`config.mk`:
```
export PLATFORM = sky130hd
export DESIGN_NAME = axis_stream_source
export DESIGN_NICKNAME = d
export VERILOG_FILES = /design/src/rtl/stream_gen_pkg.sv /design/src/rtl/beat_if.sv /design/src/rtl/axis_stream_source.sv /design/src/rtl/axis_output_register.sv /design/src/rtl/beat_sequencer.sv /design/src/rtl/start_delay.sv
export VERILOG_INCLUDE_DIRS = /design/src /design/src/rtl
export SDC_FILE = /design/constraint.sdc
export NUM_CORES = 1
export LEC_CHECK = 0
export BUFFER_PORTS_ARGS = -buffer_cell sky130_fd_sc_hd__buf_2
export CORE_MARGIN = 2
export CORE_UTILIZATION = 25
export DETAILED_ROUTE_END_ITERATION = 8
export GPL_ROUTABILITY_DRIVEN = 0
export MAX_ROUTING_LAYER = met4
export PLACE_DENSITY = 0.49
export SLEW_MARGIN = 15
export SYNTH_ARGS = -nofsm -noshare
export SYNTH_HDL_FRONTEND = slang
export SYNTH_HIERARCHICAL = 1
export SYNTH_SLANG_ARGS = --single-unit
```
`constraint.sdc`:
```
create_clock -name M_AXIS_ACLK -period 1.3 [get_ports M_AXIS_ACLK]
set_clock_uncertainty 0.05 [all_clocks]
set_input_delay 0.13 -clock M_AXIS_ACLK [delete_from_list [all_inputs] [get_ports M_AXIS_ACLK]]
set_output_delay 0.13 -clock M_AXIS_ACLK [all_outputs]
set_load 0.03 [all_outputs]
```
`src/rtl/axis_source_config.svh`:
```
`ifndef AXIS_SOURCE_CONFIG_SVH
`define AXIS_SOURCE_CONFIG_SVH

`default_nettype none

// stream data width in bits.
`define AXIS_TDATA_WIDTH 32

// cycles spent counting before each burst.
`define AXIS_START_COUNT 32

// words in each burst.
`define AXIS_BURST_WORDS 8

`default_nettype wire

`endif
```
`src/rtl/stream_gen_pkg.sv`:
```
`include "axis_source_config.svh"

`default_nettype none

package stream_gen_pkg;

  // one stream word and its byte strobe.
  typedef logic [`AXIS_TDATA_WIDTH-1:0]   tdata_t;
  typedef logic [`AXIS_TDATA_WIDTH/8-1:0] tstrb_t;

  // index steps to AXIS_BURST_WORDS after the last word.
  typedef logic [$clog2(`AXIS_BURST_WORDS + 1)-1:0] beat_idx_t;

  // start delay FSM states.
  typedef enum logic [1:0] {
    IDLE         = 2'b00,
    INIT_COUNTER = 2'b01,
    SEND_STREAM  = 2'b10
  } start_state_e;

endpackage : stream_gen_pkg

`default_nettype wire

```
`src/rtl/beat_if.sv`:
```
`timescale 1ns/10ps
`default_nettype none

interface beat_if;
  import stream_gen_pkg::*;

  logic   valid;  // beat present at the source.
  logic   ready;  // sink can take it.
  tdata_t data;
  logic   last;   // final beat of the burst.

  // sequencer side.
  modport source (
    output valid,
    output data,
    output last,
    input  ready
  );

  // output register side.
  modport sink (
    input  valid,
    input  data,
    input  last,
    output ready
  );

endinterface : beat_if

`default_nettype wire

```
`src/rtl/axis_stream_source.sv`:
```
`timescale 1ns/10ps
`default_nettype none

module axis_stream_source (
  input  wire logic              M_AXIS_ACLK,
  input  wire logic              M_AXIS_ARESETN,
  output logic                   m_axis_tvalid,
  output stream_gen_pkg::tdata_t m_axis_tdata,
  output stream_gen_pkg::tstrb_t m_axis_tstrb,
  output logic                   m_axis_tlast,
  input  wire logic              m_axis_tready
);

  logic burst_start;
  logic burst_done;

  beat_if beat0 ();

  // waits out the start count, then opens a burst.
  start_delay start_delay0 (
    .M_AXIS_ACLK    (M_AXIS_ACLK),
    .M_AXIS_ARESETN (M_AXIS_ARESETN),
    .burst_done     (burst_done),
    .burst_start    (burst_start)
  );

  beat_sequencer beat_sequencer0 (
    .M_AXIS_ACLK    (M_AXIS_ACLK),
    .M_AXIS_ARESETN (M_AXIS_ARESETN),
    .burst_start    (burst_start),
    .burst_done     (burst_done),
    .beat           (beat0.source)
  );

  // one register between the sequencer and the stream pins.
  axis_output_register axis_output_register0 (
    .M_AXIS_ACLK    (M_AXIS_ACLK),
    .M_AXIS_ARESETN (M_AXIS_ARESETN),
    .beat           (beat0.sink),
    .m_axis_tvalid  (m_axis_tvalid),
    .m_axis_tdata   (m_axis_tdata),
    .m_axis_tstrb   (m_axis_tstrb),
    .m_axis_tlast   (m_axis_tlast),
    .m_axis_tready  (m_axis_tready)
  );

endmodule : axis_stream_source

`default_nettype wire

```
`src/rtl/axis_output_register.sv`:
```
`timescale 1ns/10ps
`default_nettype none

module axis_output_register (
  input  wire logic             M_AXIS_ACLK,
  input  wire logic             M_AXIS_ARESETN,
  beat_if.sink                  beat,
  output logic                  m_axis_tvalid,
  output stream_gen_pkg::tdata_t m_axis_tdata,
  output stream_gen_pkg::tstrb_t m_axis_tstrb,
  output logic                  m_axis_tlast,
  input  wire logic             m_axis_tready
);
  import stream_gen_pkg::*;

  localparam tstrb_t STRB_ALL = '1;

  logic   valid_q;
  tdata_t data_q;
  logic   last_q;
  logic   load;

  // empty slot, or the held word leaves this cycle.
  assign beat.ready = !valid_q || m_axis_tready;
  assign load       = beat.valid && beat.ready;

  always_ff @(posedge M_AXIS_ACLK) begin
    if (!M_AXIS_ARESETN) begin
      valid_q <= 1'b0;
    end else if (load) begin
      valid_q <= 1'b1;
    end else if (m_axis_tready) begin
      valid_q <= 1'b0;
    end
  end

  always_ff @(posedge M_AXIS_ACLK) begin
    if (load) begin
      data_q <= beat.data;
      last_q <= beat.last;
    end
  end

  assign m_axis_tvalid = valid_q;
  assign m_axis_tdata  = data_q;
  assign m_axis_tlast  = last_q;
  assign m_axis_tstrb  = STRB_ALL;  // every byte valid.

endmodule : axis_output_register

`default_nettype wire

```
`src/rtl/beat_sequencer.sv`:
```
`timescale 1ns/10ps
`include "axis_source_config.svh"
`default_nettype none

module beat_sequencer (
  input  wire logic M_AXIS_ACLK,
  input  wire logic M_AXIS_ARESETN,
  input  wire logic burst_start,
  output logic      burst_done,
  beat_if.source    beat
);
  import stream_gen_pkg::*;

  localparam beat_idx_t LAST_IDX = beat_idx_t'(`AXIS_BURST_WORDS - 1);

  beat_idx_t pointer;       // word index within the burst.
  logic      active;        // burst in progress.
  logic      beat_xfer;
  logic      beat_is_last;

  assign beat_is_last = (pointer == LAST_IDX);
  assign beat_xfer    = beat.valid && beat.ready;

  // beat presented straight from the pointer.
  assign beat.valid = active;
  assign beat.data  = tdata_t'(pointer) + tdata_t'(1);
  assign beat.last  = active && beat_is_last;

  // leaves with the final word.
  assign burst_done = beat_xfer && beat_is_last;

  always_ff @(posedge M_AXIS_ACLK) begin
    if (!M_AXIS_ARESETN) begin
      pointer <= '0;
      active  <= 1'b0;
    end else if (burst_start) begin
      // every burst begins from word zero.
      pointer <= '0;
      active  <= 1'b1;
    end else if (beat_xfer) begin
      pointer <= pointer + 1'b1;
      if (beat_is_last) begin
        active <= 1'b0;
      end
    end
  end

endmodule : beat_sequencer

`default_nettype wire

```
`src/rtl/start_delay.sv`:
```
`timescale 1ns/10ps
`include "axis_source_config.svh"
`default_nettype none

module start_delay (
  input  wire logic M_AXIS_ACLK,
  input  wire logic M_AXIS_ARESETN,
  input  wire logic burst_done,
  output logic      burst_start
);
  import stream_gen_pkg::*;

  localparam int unsigned COUNT_W = $clog2(`AXIS_START_COUNT + 1);
  localparam logic [COUNT_W-1:0] COUNT_LAST = COUNT_W'(`AXIS_START_COUNT - 1);

  start_state_e       state;
  start_state_e       state_next;
  logic [COUNT_W-1:0] count;
  logic               count_done;
  logic               counting;

  assign counting   = (state == INIT_COUNTER);
  assign count_done = counting && (count == COUNT_LAST);

  always_comb begin
    state_next = state;
    case (state)
      IDLE: begin
        state_next = INIT_COUNTER;  // one cycle only.
      end
      INIT_COUNTER: begin
        if (count_done) begin
          state_next = SEND_STREAM;
        end
      end
      SEND_STREAM: begin
        if (burst_done) begin
          state_next = IDLE;  // rearm for the next delay.
        end
      end
      default: begin
        state_next = IDLE;
      end
    endcase
  end

  always_ff @(posedge M_AXIS_ACLK) begin
    if (!M_AXIS_ARESETN) begin
      state       <= IDLE;
      count       <= '0;
      burst_start <= 1'b0;
    end else begin
      state       <= state_next;
      // high in the first cycle of SEND_STREAM.
      burst_start <= count_done;
      if (counting && !count_done) begin
        count <= count + 1'b1;
      end else begin
        count <= '0;
      end
    end
  end

endmodule : start_delay

`default_nettype wire

```
# == Word-level counts from Yosys, hierarchy flattened ==
# Index checks and enable logic that the tools add are counted.
# W data, S select, Z words.
# classes
n_addsub,3
multipliers,0
n_div,0
order_cmp,0
eq_ne,6
n_shift,0
mux,8
bitwise,1
reduce_logical,16
# op_table
operator,n
$add A6 B1 Y6 const B,1
$eq A6 B5 Y1 const B,1
$pmux W2 S3,1
$reduce_and A2 Y1,3
$reduce_bool A2 Y1,3
$add A4 B1 Y5 const B,1
$logic_and A1 B1 Y1,5
$mux W1,5
$add A4 B1 Y4 const B,1
$eq A4 B3 Y1 const B,1
$mux W2,2
$ne A2 B1 Y1 const B,2
$eq A2 B1 Y1 const B,1
$eq A2 B2 Y1 const B,1
$logic_not A1 Y1,2
$logic_not A2 Y1,1
$reduce_or A2 Y1,1
$logic_or A1 B1 Y1,1
$not A1 Y1,1
# totals
reg_bits,48
latchBits,0
ramBits,0
rom_bits,0
in_bits,3
output_inout_bits,38
elab_cells,42
memories,0

# == Longest topological paths before layout ==
# logic_depth
ltp_word,6
mapped_depth,5
ltp_nobuf,5

# == By module ==
# Netlist, hierarchy kept.
# by_module_without_submodules
mod,n_inst,cells_each,area_per_inst_um2,seq_area_each_um2
axis_output_register,1,43,1082.3,1011.0
beat_sequencer,1,59,459.2,100.1
start_delay,1,35,336.6,180.2

# == Worst setup path before layout ==
# No wires, ideal clock.
# synth_timing
kind,register to register
start,register axis_output_register0.valid_q (netlist: axis_output_register0/m_axis_tvalid)
end,"register axis_output_register0.data_q[0] (netlist: axis_output_register0/m_axis_tdata[0]), enable pin"
setup_ns,0.341
arrival_ns,0.908
required_time_ns,0.909
slack_ns,0.000
stages_incl_launch_ff,3
n_path_buf,0
period_less_slack_ns,1.300
path_cell_list,dfxtp_1 nand2b_4 and2_4
# synth_between
elab_chain_len,3
# synth_rtl
item,line_no,text
start: declaration,axis_output_register.sv:18,logic valid_q;
start signal: assignment,axis_output_register.sv:29,valid_q <= 1'b0;
start signal: assignment,axis_output_register.sv:31,valid_q <= 1'b1;
start signal: assignment,axis_output_register.sv:33,valid_q <= 1'b0;
$logic_not A1 Y1,axis_output_register.sv:24,assign beat.ready = !valid_q || m_axis_tready;
$logic_or A1 B1 Y1,axis_output_register.sv:24,
named net beat0.ready,beat_if.sv:8,logic ready;
$logic_and A1 B1 Y1,axis_output_register.sv:25,assign load = beat.valid && beat.ready;
named net axis_output_register0.load,axis_output_register.sv:21,logic load;
end signal: assignment,axis_output_register.sv:39,data_q <= beat.data;
end: declaration,axis_output_register.sv:19,tdata_t data_q;
# The timed path passes the listed nets, and every way through them passes these cells.
# A chain may end at the register's enable or synchronous reset.

# == Worst setup path after layout ==
# layout_timing
start,register beat_sequencer0.pointer[0]
end,register start_delay0.state[1]
# layout_between
elab_chain_len,4
# layout_rtl
item,line_no,text
start: declaration,beat_sequencer.sv:16,beat_idx_t pointer;
start signal: assignment,beat_sequencer.sv:41,pointer <= pointer + 1'b1;
$eq A4 B3 Y1,beat_sequencer.sv:21,assign beat_is_last = (pointer == LAST_IDX);
$logic_and A1 B1 Y1,beat_sequencer.sv:30,assign burst_done = beat_xfer && beat_is_last;
named net burst_done,axis_stream_source.sv:15,logic burst_done;
$ne A2 B1 Y1 (no source line),--,
$reduce_and A2 Y1 (no source line),--,
end signal: assignment,start_delay.sv:53,state <= state_next;
end: declaration,start_delay.sv:16,start_state_e state;
# The timed path passes the listed nets, and every way through them passes these cells.

==> qor_table.md <==
| Item | Reported | Unit |
|---|---|---|
| Result of the run | complete, no violations | - |
| Leakage power of the design | 0.8896 | nW |
| Mean area per synthesized cell | 13.71 | sq um |
| Placed cell count | 276 | - |
| Reported max-cap violation count | 0 | - |
| Areal power density over the cells | 1210 | mW/mm^2 |
| Fin worst setup slack | 0.09285 | ns |
| Internal cell power | 2.209 | mW |
| Effective utilization at floorplan | 25.89 | % |
| Critical Path Stages | 5 | - |
| Combinational fraction of design power | 1.6 | % |
| Net switching power | 0.4961 | mW |
| Met1 Use GR | 6.632 | % |
| Worst hold-check path type | in -> reg | - |
| Stage delay of the slowest cell on the critical path | 0.38 | ns |
| Final Non-Filler Cells | 284 | - |
| Crit path cell chain | ha_1 -> nand2_1 -> nor3_1 -> nor3b_1 -> o21a_1 | - |
| Num ports | 41 | - |
| Height of the die | 90.67 | um |
| Worst-Skew Late Latency | 0.29 | ns |
| Vias in the first global route | 895 | - |
| Initial antenna violation count | 0 | - |
| Final-layout setup total negative slack | 0 | ns |
| Cell variety after synth | 29 | - |
| H-Tree Level Count | 2 | - |
| Detailed-placement wirelength estimate | 1.754 | mm |
| RSZ-0062 raised after global routing | true | - |
| Period utilization | 92.86 | % |
| #FFs+latches synth | 48 | - |
| Met3 demand-to-capacity share in global routing | 3.088 | % |
| Total of buffers placed on input and output ports | 36 | - |
| Largest fanout on the critical path | 3 | - |
| Worst endpoint data arrival time | 1.36 | ns |
| Drt total wl | 2.331 | mm |
| Delay-heaviest family, CP | flip-flops | - |
| Reg2Reg Depth | 5 | - |
| Final core occ | 30.83 | % |
| Post-Syn Instances | 137 | - |
| Crit path capture type | flop | - |
| Data required time of the worst path | 1.45 | ns |
| DRC violation total after the first TritonRoute iteration | 30 | - |
| Maximum vdd drop | 0.3383 | mV |
| Die area | 0.008221 | sq mm |
| Seq pwr share | 60.4 | % |
| Wire length of the first global-routing pass | 4.029 | mm |
| TritonCTS sink count | 48 | - |
| Post-synthesis instance area | 0.001878 | sq mm |
| Global route total overflow | 0 | - |
| Antenna Violating Nets Remaining | 0 | - |
| Maximum buffer depth of the clock tree | 2 | - |
| Final min period | 1.207 | ns |
| Std-Cell Rows | 31 | - |
| Pre-CTS worst setup slack | 0.07715 | ns |
| Cell count of the worst hold path | 2 | - |
| Hold buffers post-CTS | 0 | - |
| Final setup vio count | 0 | - |
| Maximum clock frequency | 0.8284 | GHz |
| Class of the most critical setup path | reg -> reg | - |
| Number of detailed-routing iterations run before antenna repair | 4 | - |
| DRC violation count after routing | 0 | - |
| Type of element launching the critical path | flop | - |
| Via Count | 989 | - |
| Overall power after layout | 2.706 | mW |
| Final-report hold violation count | 0 | - |
| Post-synthesis sequential area ratio | 68.75 | % |
| Largest net degree at the start of global routing | 20 | - |
| TritonCTS clock tree | done | - |
| Final Max Tran Viols | 0 | - |
| Yosys warning count | 6 | - |
| Number of post-CTS setup repair buffers | 0 | - |
| Average wire per standard cell | 8.208 | um |
| N_diodes | 0 | - |
| Net count of the finished layout | 189 | - |
| Root buffer cell | clkbuf_8 | - |
| Post-CTS resize count | 0 | - |
| Global route hottest layer | met2 | - |
| Cell with the biggest individual delay on the critical path | dfxtp_1 | - |
| Share of post-route cells with drive strength above 1 | 29.19 | % |
| Area delta synth->final | 19.05 | % |
| Width of the die | 90.67 | um |
| Global routing met2 resource utilization | 10.20 | % |
| Via density | 3.482 | - |
| Clock input transition at the sequential cells of the worst setup and hold paths | 0.09 | ns |
| Switching part of the total | 18.34 | % |
| Sum of buffers and inverters on the critical path | 0 | - |
| TritonCTS buffer count | 5 | - |
| Floorplan Core Area | 0.007253 | sq mm |
| All-layer global routing usage | 6.398 | % |
| Proportion of power drawn by the clock network | 38.0 | % |
worst paths after layout:
| check | end | start | slack, ns |
|---|---|---|---|
| setup / recovery | start_delay0/state[1] | beat_sequencer0/pointer[0] | 0.09 |
| hold / removal | start_delay0/state[1] | M_AXIS_ARESETN | 0.05 |
| setup reg to reg | start_delay0/state[1] | beat_sequencer0/pointer[0] | 0.09 |
| hold reg to reg | start_delay0/count[0] | start_delay0/count[0] | 0.41 |
kinds of logic after synthesis:
logic type	synth area share (%)
AND/OR/NAND/NOR	9.461
AO/OA/AOI/OAI	3.598
buffers and inverters	13.19
other	0.3999
flip-flops	68.75
adder cells (fa/ha/maj)	1.332
XOR/XNOR	3.265
per-stage QoR:
stage	cell area (sq um)	hold slack (ns)
final	2236	0.05497
after detailed placement	2128	0.3788
after CTS	2236	0.05179
after global placement	2128	0.3721
after floorplan	1987	0.1977
after global routing	2236	0.05122
cells in the final DEF (no fill, tap or decap), types with 2 or more instances in the layout:
| cell | n |
|---|---|
| buf_2 | 36 |
| edfxtp_1 | 33 |
| conb_1 | 31 |
| dfxtp_1 | 15 |
| nor2_1 | 9 |
| nand2_1 | 5 |
| clkbuf_8 | 5 |
| inv_1 | 4 |
| xor2_1 | 4 |
| a21oi_1 | 4 |
| nand3_1 | 4 |
| buf_4 | 4 |
| xnor2_1 | 3 |
| o21ai_0 | 3 |
| buf_12 | 2 |
| nor3_1 | 2 |
| or3_1 | 2 |
| ha_1 | 2 |
flip-flops by register name, summed over array words and instances, names as in the netlist:
| name | count |
|---|---|
| start_delay0/count | 6 |
| start_delay0/state | 2 |
| axis_output_register0/m_axis_tvalid | 1 |
| start_delay0/burst_start | 1 |
| axis_output_register0/m_axis_tdata | 32 |
| beat_sequencer0/beat.valid | 1 |
| axis_output_register0/m_axis_tlast | 1 |
| beat_sequencer0/pointer | 4 |
power groups by stage:
stage	clock (mW)	sequential (mW)	combinational, mW
5_1_grt	1.13	1.63	0.0531
6_report	1.03	1.63	0.0440
4_1_cts	1.08	1.63	0.0430
2_1_floorplan	0	1.67	0.102
3_5_place_dp	0	1.67	0.0427
3_3_place_gp	0	1.67	0.0426
layout make-up:
| cell class | count | area, sq um |
|---|---|---|
| fillers | 740 | 5017 |
| flip-flops and latches | 48 | 1291 |
| multi-input cells | 83 | 447.9 |
| repair buffers | 42 | 250.2 |
| well taps | 99 | 123.9 |
| clock buffers | 6 | 72.57 |
| clock inverters | 2 | 35.03 |
| inverters | 4 | 15.01 |
routing by layer:
| layer | share of wire (%) | up-vias |
|---|---|---|
| met5 | 0 | - |
| met4 | 2.3 | 0 |
| met3 | 8.2 | 6 |
| met2 | 46 | 36 |
| met1 | 44 | 443 |
| li1 | - | 504 |
synthesized netlist by cell type:
cell type  number  area share [%]
edfxtp_1       33              53
buf_4          31              12
dfxtp_1        15              16
nor2_1          9             1.8
nand2_1         5             1.0
a21oi_1         4             1.1
inv_1           4            0.80
nand3_1         4             1.1
xor2_1          4             1.9
o21ai_0         3            0.80
xnor2_1         3             1.4
conb_1          2            0.40
ha_1            2             1.3
nor3_1          2            0.53
or3_1           2            0.67
a21boi_2        1            0.60
a31oi_1         1            0.33
and2_1          1            0.33
and2_4          1            0.47
and3_2          1            0.40
nand2b_1        1            0.33
nand2b_4        1            0.73
nand3_2         1            0.53
nand3b_1        1            0.40
nand4_1         1            0.33
nor3b_1         1            0.40
nor4b_1         1            0.47
o21a_1          1            0.40
o21bai_1        1            0.40
Power figures use the tool's default switching activity.
